==> config.mk <==
export PLATFORM = sky130hd
export DESIGN_NAME = accel_top
export DESIGN_NICKNAME = d
export VERILOG_FILES = /design/src/logic/accel_pkg.sv /design/src/logic/pe_mac.sv /design/src/logic/systolic_array.sv /design/src/logic/tile_buffer.sv /design/src/logic/tile_scheduler.sv /design/src/logic/host_regs.sv /design/src/logic/accel_top.sv
export SDC_FILE = /design/constraint.sdc
export NUM_CORES = 2
export LEC_CHECK = 0
export ABC_AREA = 1
export BUFFER_PORTS_ARGS = -buffer_cell sky130_fd_sc_hd__buf_2
export CAP_MARGIN = 10
export CORE_MARGIN = 2
export CORE_UTILIZATION = 50
export DETAILED_ROUTE_END_ITERATION = 10
export GPL_TIMING_DRIVEN = 0
export HOLD_SLACK_MARGIN = 0.1
export PLACE_DENSITY = 0.66
export SLEW_MARGIN = 20
export SYNTH_ARGS = -nofsm -noshare
export SYNTH_HDL_FRONTEND = slang
export SYNTH_SLANG_ARGS = --single-unit
==> constraint.sdc <==
create_clock -name clk -period 10.9 [get_ports clk]
set_input_delay 0.545 -clock clk [delete_from_list [all_inputs] [get_ports clk]]
set_output_delay 0.545 -clock clk [all_outputs]
set_load 0.03 [all_outputs]
==> src/logic/accel_pkg.sv <==
// ========================================
// Shared sizes, register map, host opcodes
// and scheduler state encoding
// ========================================
package accel_pkg;

    // Array and operand sizes
    localparam int N_ROWS = 2;
    localparam int N_COLS = 2;
    localparam int DATA_W = 8;
    localparam int ACC_W  = 32;

    // Buffer geometry
    localparam int BUF_DEPTH = 16;
    localparam int BUF_AW    = 4;
    localparam int K_W       = 5;

    // Host port widths
    localparam int CSR_AW = 8;
    localparam int REG_W  = 32;

    // ========================================
    // Register map
    // ========================================
    localparam logic [CSR_AW-1:0] REG_CTRL    = 8'h00;
    localparam logic [CSR_AW-1:0] REG_STATUS  = 8'h04;
    localparam logic [CSR_AW-1:0] REG_K_LEN   = 8'h08;
    localparam logic [CSR_AW-1:0] REG_BANK    = 8'h0C;
    localparam logic [CSR_AW-1:0] REG_RESULT0 = 8'h10;
    localparam logic [CSR_AW-1:0] REG_RESULT1 = 8'h14;
    localparam logic [CSR_AW-1:0] REG_RESULT2 = 8'h18;
    localparam logic [CSR_AW-1:0] REG_RESULT3 = 8'h1C;

    // Skew depth plus PE forwarding depth
    localparam int DRAIN_CYCLES = 4;

    typedef enum logic [1:0] {
        OP_REG_WR,
        OP_REG_RD,
        OP_ACT_WR,
        OP_WGT_WR
    } cmd_op_e;

    typedef enum logic [2:0] {
        ST_IDLE,
        ST_CLEAR,
        ST_STREAM,
        ST_DRAIN,
        ST_DONE
    } sched_state_e;

endpackage

==> src/logic/pe_mac.sv <==
// ========================================
// Signed MAC cell with operand forwarding
// ========================================
module pe_mac
    import accel_pkg::*;
(
    input  logic                      clk,
    input  logic                      rst_n,
    input  logic                      i_clr,
    input  logic signed [DATA_W-1:0]  i_a,
    input  logic                      i_a_vld,
    input  logic signed [DATA_W-1:0]  i_b,
    input  logic                      i_b_vld,
    output logic        [DATA_W-1:0]  o_a,
    output logic                      o_a_vld,
    output logic        [DATA_W-1:0]  o_b,
    output logic                      o_b_vld,
    output logic        [ACC_W-1:0]   o_acc
);

    logic signed [ACC_W-1:0] prod;

    // Sign extended before the multiply
    assign prod = ACC_W'(i_a) * ACC_W'(i_b);

    always_ff @(posedge clk) begin
        if (!rst_n) begin
            o_a_vld <= 1'b0;
            o_b_vld <= 1'b0;
            o_acc   <= '0;
        end else begin
            o_a_vld <= i_a_vld;
            o_b_vld <= i_b_vld;
            if (i_clr) begin
                o_acc <= '0;
            end else if (i_a_vld && i_b_vld) begin
                // Wraps at 32 bits
                o_acc <= o_acc + prod;
            end
        end
    end

    always_ff @(posedge clk) begin
        o_a <= i_a;
        o_b <= i_b;
    end

endmodule

==> src/logic/systolic_array.sv <==
// ========================================
// Input skew registers and the grid of
// output-stationary MAC cells
// ========================================
module systolic_array
    import accel_pkg::*;
(
    input  logic                             clk,
    input  logic                             rst_n,
    input  logic                             i_clr,
    input  logic                             i_en,
    input  logic [N_ROWS*DATA_W-1:0]         i_a_vec,
    input  logic [N_COLS*DATA_W-1:0]         i_b_vec,
    output logic [N_ROWS*N_COLS*ACC_W-1:0]   o_acc
);

    localparam int N_LANES = N_ROWS + N_COLS;

    // Rows occupy the low lanes, columns the high lanes
    logic [N_LANES*DATA_W-1:0] lane_in;
    logic [DATA_W-1:0]         lane_out [N_LANES];
    logic                      lane_vld [N_LANES];

    logic [DATA_W-1:0] a_h  [N_ROWS][N_COLS+1];
    logic              a_hv [N_ROWS][N_COLS+1];
    logic [DATA_W-1:0] b_v  [N_ROWS+1][N_COLS];
    logic              b_vv [N_ROWS+1][N_COLS];

    assign lane_in = {i_b_vec, i_a_vec};

    // ========================================
    // Skew: row i and column j delayed i / j
    // ========================================
    for (genvar l = 0; l < N_LANES; l++) begin : g_skew
        localparam int DLY = (l < N_ROWS) ? l : l - N_ROWS;
        if (DLY == 0) begin : g_pass
            assign lane_out[l] = lane_in[l*DATA_W +: DATA_W];
            assign lane_vld[l] = i_en;
        end else begin : g_dly
            logic [DATA_W-1:0] dat_q [DLY];
            logic [DLY-1:0]    vld_q;

            always_ff @(posedge clk) begin
                if (!rst_n) begin
                    vld_q <= '0;
                end else begin
                    vld_q[0] <= i_en;
                    for (int d = 1; d < DLY; d++) begin
                        vld_q[d] <= vld_q[d-1];
                    end
                end
            end

            always_ff @(posedge clk) begin
                dat_q[0] <= lane_in[l*DATA_W +: DATA_W];
                for (int d = 1; d < DLY; d++) begin
                    dat_q[d] <= dat_q[d-1];
                end
            end

            assign lane_out[l] = dat_q[DLY-1];
            assign lane_vld[l] = vld_q[DLY-1];
        end
    end

    // Array edges
    for (genvar i = 0; i < N_ROWS; i++) begin : g_west
        assign a_h[i][0]  = lane_out[i];
        assign a_hv[i][0] = lane_vld[i];
    end
    for (genvar j = 0; j < N_COLS; j++) begin : g_north
        assign b_v[0][j]  = lane_out[N_ROWS+j];
        assign b_vv[0][j] = lane_vld[N_ROWS+j];
    end

    // ========================================
    // PE grid, results flattened row-major
    // ========================================
    for (genvar i = 0; i < N_ROWS; i++) begin : g_row
        for (genvar j = 0; j < N_COLS; j++) begin : g_col
            pe_mac pe0 (
                .clk     (clk),
                .rst_n   (rst_n),
                .i_clr   (i_clr),
                .i_a     (a_h[i][j]),
                .i_a_vld (a_hv[i][j]),
                .i_b     (b_v[i][j]),
                .i_b_vld (b_vv[i][j]),
                .o_a     (a_h[i][j+1]),
                .o_a_vld (a_hv[i][j+1]),
                .o_b     (b_v[i+1][j]),
                .o_b_vld (b_vv[i+1][j]),
                .o_acc   (o_acc[(i*N_COLS+j)*ACC_W +: ACC_W])
            );
        end
    end

endmodule

==> src/logic/tile_buffer.sv <==
// ========================================
// Two-bank lane vector buffer with one
// write port and a registered read port
// ========================================
module tile_buffer
    import accel_pkg::*;
#(
    parameter int LANES = 2
) (
    input  logic                     clk,
    // Write port
    input  logic                     i_we,
    input  logic [BUF_AW-1:0]        i_waddr,
    input  logic                     i_wbank,
    input  logic [LANES*DATA_W-1:0]  i_wdata,
    // Read port
    input  logic                     i_rd_en,
    input  logic [BUF_AW-1:0]        i_raddr,
    input  logic                     i_rbank,
    output logic [LANES*DATA_W-1:0]  o_rdata
);

    // Bank 0 and bank 1, each BUF_DEPTH entries
    logic [LANES*DATA_W-1:0] mem [2][BUF_DEPTH];

    always_ff @(posedge clk) begin
        if (i_we) begin
            mem[i_wbank][i_waddr] <= i_wdata;
        end
    end

    // One cycle read latency, data held between reads
    always_ff @(posedge clk) begin
        if (i_rd_en) begin
            o_rdata <= mem[i_rbank][i_raddr];
        end
    end

endmodule

==> src/logic/tile_scheduler.sv <==
// ========================================
// Job FSM: buffer read sequencing, array
// clear/enable, busy and done
// ========================================
module tile_scheduler
    import accel_pkg::*;
(
    input  logic                clk,
    input  logic                rst_n,
    input  logic                i_start,
    input  logic [K_W-1:0]      i_k_len,
    output logic                o_rd_en,
    output logic [BUF_AW-1:0]   o_rd_idx,
    output logic                o_arr_clr,
    output logic                o_arr_en,
    output logic                o_busy,
    output logic                o_done
);

    localparam int DW = $clog2(DRAIN_CYCLES);
    localparam logic [DW-1:0] DRAIN_LAST = DW'(DRAIN_CYCLES - 1);

    sched_state_e      state_q;
    logic [K_W-1:0]    k_cnt_q;
    logic [K_W-1:0]    k_len_q;
    logic [DW-1:0]     drain_q;
    logic              clr_q;
    logic              en_q;

    assign o_rd_en   = (state_q == ST_STREAM);
    assign o_rd_idx  = k_cnt_q[BUF_AW-1:0];
    assign o_arr_clr = clr_q;
    assign o_arr_en  = en_q;
    assign o_busy    = (state_q != ST_IDLE);
    assign o_done    = (state_q == ST_DONE);

    // K is captured at start so the register may change mid-job
    always_ff @(posedge clk) begin
        if ((state_q == ST_IDLE) && i_start) begin
            k_len_q <= i_k_len;
        end
    end

    // ========================================
    // State machine
    // ========================================
    always_ff @(posedge clk) begin
        if (!rst_n) begin
            state_q <= ST_IDLE;
            k_cnt_q <= '0;
            drain_q <= '0;
            clr_q   <= 1'b0;
            en_q    <= 1'b0;
        end else begin
            // Line up with buffer read latency
            clr_q <= (state_q == ST_CLEAR);
            en_q  <= (state_q == ST_STREAM);
            case (state_q)
                ST_IDLE: begin
                    if (i_start) begin
                        state_q <= ST_CLEAR;
                    end
                end
                ST_CLEAR: begin
                    k_cnt_q <= '0;
                    drain_q <= '0;
                    // Empty reduction skips streaming
                    state_q <= (k_len_q == '0) ? ST_DRAIN : ST_STREAM;
                end
                ST_STREAM: begin
                    k_cnt_q <= k_cnt_q + 1'b1;
                    if (k_cnt_q == k_len_q - 1'b1) begin
                        state_q <= ST_DRAIN;
                    end
                end
                ST_DRAIN: begin
                    drain_q <= drain_q + 1'b1;
                    if (drain_q == DRAIN_LAST) begin
                        state_q <= ST_DONE;
                    end
                end
                ST_DONE: begin
                    state_q <= ST_IDLE;
                end
                default: begin
                    state_q <= ST_IDLE;
                end
            endcase
        end
    end

endmodule

==> src/logic/host_regs.sv <==
// ========================================
// Host command port, control and status
// registers, result readback and buffer
// write routing
// ========================================
module host_regs
    import accel_pkg::*;
(
    input  logic                             clk,
    input  logic                             rst_n,
    // Host command and response
    input  logic                             i_cmd_valid,
    output logic                             o_cmd_ready,
    input  cmd_op_e                          i_cmd_op,
    input  logic [CSR_AW-1:0]                i_cmd_addr,
    input  logic [REG_W-1:0]                 i_cmd_data,
    output logic                             o_rsp_valid,
    input  logic                             i_rsp_ready,
    output logic [REG_W-1:0]                 o_rsp_data,
    // Buffer writes
    output logic                             o_act_we,
    output logic [BUF_AW-1:0]                o_act_waddr,
    output logic [N_ROWS*DATA_W-1:0]         o_act_wdata,
    output logic                             o_act_wbank,
    output logic                             o_wgt_we,
    output logic [BUF_AW-1:0]                o_wgt_waddr,
    output logic [N_COLS*DATA_W-1:0]         o_wgt_wdata,
    output logic                             o_wgt_wbank,
    // Job control
    output logic                             o_start,
    output logic [K_W-1:0]                   o_k_len,
    output logic                             o_act_rbank,
    output logic                             o_wgt_rbank,
    input  logic                             i_busy,
    input  logic                             i_done,
    input  logic [N_ROWS*N_COLS*ACC_W-1:0]   i_acc,
    output logic                             o_busy,
    output logic                             o_done
);

    logic               accept;
    logic               reg_wr;
    logic               rd_req;
    logic               start_ok;
    logic [K_W-1:0]     k_len_q;
    logic [3:0]         bank_q;
    logic               done_q;
    logic [REG_W-1:0]   rd_mux;

    // Port stalls while a read response waits
    assign o_cmd_ready = ~o_rsp_valid;
    assign accept      = i_cmd_valid & o_cmd_ready;
    assign reg_wr      = accept && (i_cmd_op == OP_REG_WR);
    assign rd_req      = accept && (i_cmd_op == OP_REG_RD);

    // Pending start counts as busy so a back-to-back start is dropped
    assign o_busy   = i_busy | o_start;
    assign o_done   = i_done;
    assign start_ok = reg_wr && (i_cmd_addr == REG_CTRL) && i_cmd_data[0] && !o_busy;

    // ========================================
    // Buffer write routing
    // ========================================
    assign o_act_we    = accept && (i_cmd_op == OP_ACT_WR);
    assign o_act_waddr = i_cmd_addr[BUF_AW-1:0];
    assign o_act_wdata = i_cmd_data[N_ROWS*DATA_W-1:0];
    assign o_act_wbank = bank_q[0];

    assign o_wgt_we    = accept && (i_cmd_op == OP_WGT_WR);
    assign o_wgt_waddr = i_cmd_addr[BUF_AW-1:0];
    assign o_wgt_wdata = i_cmd_data[N_COLS*DATA_W-1:0];
    assign o_wgt_wbank = bank_q[1];

    assign o_act_rbank = bank_q[2];
    assign o_wgt_rbank = bank_q[3];
    assign o_k_len     = k_len_q;

    // ========================================
    // Control registers
    // ========================================
    always_ff @(posedge clk) begin
        if (!rst_n) begin
            k_len_q <= K_W'(1);
            bank_q  <= '0;
            done_q  <= 1'b0;
            o_start <= 1'b0;
        end else begin
            o_start <= start_ok;
            if (reg_wr && (i_cmd_addr == REG_K_LEN)) begin
                k_len_q <= i_cmd_data[K_W-1:0];
            end
            if (reg_wr && (i_cmd_addr == REG_BANK)) begin
                bank_q <= i_cmd_data[3:0];
            end
            // Sticky done, cleared by the next start
            if (start_ok) begin
                done_q <= 1'b0;
            end else if (i_done) begin
                done_q <= 1'b1;
            end
        end
    end

    // Read data select
    always_comb begin
        case (i_cmd_addr)
            REG_STATUS:  rd_mux = {{(REG_W-2){1'b0}}, done_q, o_busy};
            REG_K_LEN:   rd_mux = {{(REG_W-K_W){1'b0}}, k_len_q};
            REG_BANK:    rd_mux = {{(REG_W-4){1'b0}}, bank_q};
            REG_RESULT0: rd_mux = i_acc[0*ACC_W +: ACC_W];
            REG_RESULT1: rd_mux = i_acc[1*ACC_W +: ACC_W];
            REG_RESULT2: rd_mux = i_acc[2*ACC_W +: ACC_W];
            REG_RESULT3: rd_mux = i_acc[3*ACC_W +: ACC_W];
            default:     rd_mux = '0;
        endcase
    end

    // ========================================
    // Read response
    // ========================================
    always_ff @(posedge clk) begin
        if (!rst_n) begin
            o_rsp_valid <= 1'b0;
        end else if (rd_req) begin
            o_rsp_valid <= 1'b1;
        end else if (i_rsp_ready) begin
            o_rsp_valid <= 1'b0;
        end
    end

    // Held stable until the host takes it
    always_ff @(posedge clk) begin
        if (rd_req) begin
            o_rsp_data <= rd_mux;
        end
    end

endmodule

==> src/logic/accel_top.sv <==
// ========================================
// Dense accelerator top: registers, two
// ping-pong buffers, scheduler and array
// ========================================
module accel_top
    import accel_pkg::*;
(
    input  logic               clk,
    input  logic               rst_n,
    input  logic               i_cmd_valid,
    output logic               o_cmd_ready,
    input  cmd_op_e            i_cmd_op,
    input  logic [CSR_AW-1:0]  i_cmd_addr,
    input  logic [REG_W-1:0]   i_cmd_data,
    output logic               o_rsp_valid,
    input  logic               i_rsp_ready,
    output logic [REG_W-1:0]   o_rsp_data,
    output logic               o_busy,
    output logic               o_done
);

    // Buffer write side
    logic                            act_we;
    logic [BUF_AW-1:0]               act_waddr;
    logic [N_ROWS*DATA_W-1:0]        act_wdata;
    logic                            act_wbank;
    logic                            wgt_we;
    logic [BUF_AW-1:0]               wgt_waddr;
    logic [N_COLS*DATA_W-1:0]        wgt_wdata;
    logic                            wgt_wbank;
    // Job control
    logic                            start;
    logic [K_W-1:0]                  k_len;
    logic                            act_rbank;
    logic                            wgt_rbank;
    logic                            sched_busy;
    logic                            sched_done;
    // Datapath
    logic                            rd_en;
    logic [BUF_AW-1:0]               rd_idx;
    logic                            arr_clr;
    logic                            arr_en;
    logic [N_ROWS*DATA_W-1:0]        a_vec;
    logic [N_COLS*DATA_W-1:0]        b_vec;
    logic [N_ROWS*N_COLS*ACC_W-1:0]  acc;

    host_regs regs0 (
        .clk         (clk),
        .rst_n       (rst_n),
        .i_cmd_valid (i_cmd_valid),
        .o_cmd_ready (o_cmd_ready),
        .i_cmd_op    (i_cmd_op),
        .i_cmd_addr  (i_cmd_addr),
        .i_cmd_data  (i_cmd_data),
        .o_rsp_valid (o_rsp_valid),
        .i_rsp_ready (i_rsp_ready),
        .o_rsp_data  (o_rsp_data),
        .o_act_we    (act_we),
        .o_act_waddr (act_waddr),
        .o_act_wdata (act_wdata),
        .o_act_wbank (act_wbank),
        .o_wgt_we    (wgt_we),
        .o_wgt_waddr (wgt_waddr),
        .o_wgt_wdata (wgt_wdata),
        .o_wgt_wbank (wgt_wbank),
        .o_start     (start),
        .o_k_len     (k_len),
        .o_act_rbank (act_rbank),
        .o_wgt_rbank (wgt_rbank),
        .i_busy      (sched_busy),
        .i_done      (sched_done),
        .i_acc       (acc),
        .o_busy      (o_busy),
        .o_done      (o_done)
    );

    tile_buffer #(.LANES(N_ROWS)) act_buf (
        .clk     (clk),
        .i_we    (act_we),
        .i_waddr (act_waddr),
        .i_wbank (act_wbank),
        .i_wdata (act_wdata),
        .i_rd_en (rd_en),
        .i_raddr (rd_idx),
        .i_rbank (act_rbank),
        .o_rdata (a_vec)
    );

    tile_buffer #(.LANES(N_COLS)) wgt_buf (
        .clk     (clk),
        .i_we    (wgt_we),
        .i_waddr (wgt_waddr),
        .i_wbank (wgt_wbank),
        .i_wdata (wgt_wdata),
        .i_rd_en (rd_en),
        .i_raddr (rd_idx),
        .i_rbank (wgt_rbank),
        .o_rdata (b_vec)
    );

    tile_scheduler sched0 (
        .clk       (clk),
        .rst_n     (rst_n),
        .i_start   (start),
        .i_k_len   (k_len),
        .o_rd_en   (rd_en),
        .o_rd_idx  (rd_idx),
        .o_arr_clr (arr_clr),
        .o_arr_en  (arr_en),
        .o_busy    (sched_busy),
        .o_done    (sched_done)
    );

    systolic_array array0 (
        .clk     (clk),
        .rst_n   (rst_n),
        .i_clr   (arr_clr),
        .i_en    (arr_en),
        .i_a_vec (a_vec),
        .i_b_vec (b_vec),
        .o_acc   (acc)
    );

endmodule

==> results by group <==
Run status
  • Status: complete, no violations

Clocking
  • CTS tree: built
  • Clock transition at path regs: approximately 0.060 ns
  • Clock buffer depth: 3
  • # H-tree levels: 4
  • Resize count post-CTS: 0
  • CTS root buf: clkbuf_16
  • Setup repair bufs after CTS: 0
  • Clock sinks: 1,297
  • Hold-fix buffers, CTS: 1
  • TritonCTS buffer count: roughly 140
  • Clk Latency, worst-skew pair: around 0.8 ns

Drt
  • DRC: 0
  • Vias per cell: 5.87
  • Drt total wl: 226,000 um
  • Vias post-DR: roughly 54,000
  • Wire length per cell: 24.6 um
  • Final ANT Viol Nets: 0
  • Pre-antenna DRT Iters: 7
  • Initial DRC Count: approximately 6,800

Finish
  • Nets@finish: 7,791
  • Area delta synth->final: 11.7%
  • Share of post-route cells with drive strength above 1: 0.0691
  • # fillers: approximately 12,000

Yosys
  • Cell Area, Synth: between 60,000 and 70,000 um^2
  • Fraction of registers with async set/reset: 0
  • Seq/Total Area, Yosys: 0.536
  • Ys flop type: edfxtp_1
  • Syn Area/Cell: 9.79 um^2
  • Synth warnings: 0
  • Yosys top cell area share: 0.477
  • Flip-flop and latch count after synthesis: approximately 1,300
  • Syn Inst Count: between 7,000 and 8,000
  • Cell type with the largest total area after synthesis: edfxtp_1
  • Syn nets: 7,553
  • Top cells by area, synth: edfxtp_1 48%, fa_1 6.5%, dfxtp_1 5.9%, nor2_1 5.7%, inv_1 5.4%
  • Post-synthesis cell type count: 57
  • Post-synth EDFFs: between 1,000 and 1,500

Worst setup path
  • Reg2Reg Setup Slack: 3.69 ns
  • Largest fanout on the critical path: 19
  • CP arrival: about 7.9 ns
  • CP Launch Type: flop
  • Critical path class: reg2reg
  • Endpoint class of the critical path: flop
  • CP Data Required Time: roughly 12 ns

Floorplanning
  • Initial Util: 0.502
  • Core box area: 137,000 um^2
  • Die Wd: roughly 380 um
  • DIE AREA: ~140,000 um^2
  • Chip height: approximately 380 um
  • Io pins: 82
  • Row Count: between 100 and 150

Timing
  • F_max: between 100 and 150 MHz
  • Final setup vio count: 0
  • Clk_skew: between 0.04 and 0.05 ns
  • Post-Route Setup TNS: 0 ns
  • RSZ-0062 raised after global routing: no
  • Slew Limit Fails: 0
  • Final period util: 0.661
  • Least-Margin Pin Slew: around 1.3 ns
  • Period minus WS final: ~7.2 ns
  • Final hold violations: 0
  • Slew HR: 0.147

Global route
  • Vias in the first global route: approximately 51,000
  • Total grt overflow: 0
  • Largest net degree at the start of global routing: 67
  • Global-route wire length before repair: about 330,000 um
  • Total track usage: 0.317
  • Initial antenna violation count: 6

Pwr
  • VDD IR max: ~0.16 mV
  • Leakage: roughly 32 nW
  • Total Power: between 0.015 and 0.02 W
  • PD cells: approximately 200 nW/um^2

Hold path
  • Hold Path Class: in2reg

Placement
  • DP HPWL: roughly 160,000 um
  • IO Port Bufs: 65
  • RD Place Congestion: slightly below 1

Flow run
  • Max-cap violations: 0
==> logic make-up (layout without fill, tap and decap cells) <==
group                      after synthesis  after routing  share of synthesized area
AOI/OAI and AO/OA                     1435           1435                      0.124
xor gates and xnor gates               119            119                     0.0151
adders and majority gates              475            475                      0.111
buffers and inverters                 1353           1698                     0.0772
DFF                                   1297           1297                      0.536
other                                    0              3                          0
and+or+nand+nor                       2353           2353                      0.137
==> final cells by class <==
type                            instances  area [um^2]  area share
Sequential cell                      1297        36900       0.480
Multi-Input combinational cell       4382        27100       0.352
Inverter                             1012         3800      0.0494
Clock buffer                          170         3570      0.0465
Tap cell                             1794         2240      0.0292
Buffer                                341         1520      0.0197
Timing Repair Buffer                  100         1050      0.0137
Clock inverter                         75          709     0.00923
Antenna cell                            3         7.51   0.0000976
==> stage by stage <==
step / instances / setup slack (ns) / utilization / area, um^2 / hold slack (ns)
floorplan: 7032 / 5.14 / - / 68800 / 0.323
global placement: 8891 / 3.79 / 0.521 / 71400 / 0.324
detailed placement: 8925 / 3.77 / 0.530 / 72600 / 0.329
CTS: 9171 / 3.73 / 0.561 / 76900 / 0.103
global route: 9171 / 3.20 / 0.561 / 76900 / 0.143
finish: 9174 / 3.69 / 0.561 / 76900 / 0.140
==> per-layer routing <==
layer / vias to the layer above / share of wire / global-route usage / wire [um]
li1: 24304 / - / - / -
met1: 25536 / 0.37 / 0.401 / 84000
met2: 3319 / 0.45 / 0.506 / 102000
met3: 665 / 0.11 / 0.0647 / 24600
met4: 2 / 0.067 / 0.184 / 15000
met5: - / 0.000053 / 0 / 12
==> worst paths after layout <==
path,end,cells after the start,start
setup / recovery,array0.g_row[1].g_col[1].pe0.o_acc[31]$_SDFFE_PP0P_,27,array0.g_row[0].g_col[1].pe0.o_b[2]$_DFF_P_
hold reg to reg,array0.g_skew[3].g_dly.dat_q[0][1]$_DFF_P_,0,wgt_buf.o_rdata[9]$_DFFE_PP_
setup reg to reg,array0.g_row[1].g_col[1].pe0.o_acc[31]$_SDFFE_PP0P_,27,array0.g_row[0].g_col[1].pe0.o_b[2]$_DFF_P_
hold / removal,sched0.k_cnt_q[2]$_SDFFE_PN0P_,3,rst_n
==> critical path, cell delays in order (launching register included) <==
cell and delay, ns:
dfxtp_1 0.43, clkbuf_1 0.37, nand2_1 0.21, fa_1 0.79, inv_1 0.12, fa_1 0.51
inv_1 0.05, fa_1 0.50, inv_1 0.05, fa_1 0.45, ha_1 0.37, a21oi_1 0.26
a21boi_0 0.29, nand3_1 0.14, nand3_1 0.09, nand2_1 0.54, ha_1 0.64, nand2_1 0.13
nor2_1 0.27, nand2_1 0.10, nor4_1 0.17, nand2_1 0.08, nand2_1 0.16, nand2_1 0.10
nand2_1 0.10, nor2_1 0.04, nor2_1 0.08, nor2_1 0.05
==> power by group <==
group / switching (W) / leakage [nW] / internal (W)
combinational: 0.00343 / 18.0 / 0.00165
clock: 0.00206 / 2.08 / 0.00246
sequential: 0.0000315 / 11.5 / 0.00541
total: 0.00553 / 31.6 / 0.00952
==> cell usage in the layout, fill, tap and decap left out, types with 82 or more instances in the layout <==
cell type / Yosys / routed
edfxtp_1: 1093 / 1093
inv_1: 998 / 998
nor2_1: 1041 / 977
nand2_1: 964 / 964
o21ai_0: 674 / 674
a21oi_1: 254 / 254
ha_1: 251 / 251
clkbuf_1: 219 / 248
nand3_1: 238 / 238
fa_1: 224 / 224
dfxtp_1: 204 / 204
o221ai_1: 202 / 202
clkbuf_16: 0 / 137
buf_2: 84 / 133
xor2_1: 82 / 82
==> sequential cells by signal, indices dropped and copies added (netlist names), 16 cells and up, named ones only <==
register / cells
array0.g_row.g_col.pe0.o_acc: 128
act_buf.mem: 512
array0.g_row.g_col.pe0.o_b: 16
wgt_buf.mem: 512
wgt_buf.o_rdata: 16
act_buf.o_rdata: 16
regs0.o_rsp_data: 32
array0.g_row.g_col.pe0.o_a: 16
array0.g_skew.g_dly.dat_q: 16
==> cell usage after synthesis (19+ instances only) <==
master / number
dfxtp_1: 204
nor2_1: 1041
fa_1: 224
a31oi_1: 56
inv_1: 998
clkbuf_1: 219
xnor2_1: 37
nand3_1: 238
nand4_1: 34
a21oi_1: 254
a221o_1: 21
o21ai_1: 37
ha_1: 251
edfxtp_1: 1093
o21bai_1: 26
a21o_1: 19
o22ai_1: 80
o221ai_1: 202
buf_4: 23
nand2_1: 964
o21ai_0: 674
nor3_1: 33
buf_2: 84
xor2_1: 82
Note: power is estimated with default switching activity, not from simulation.
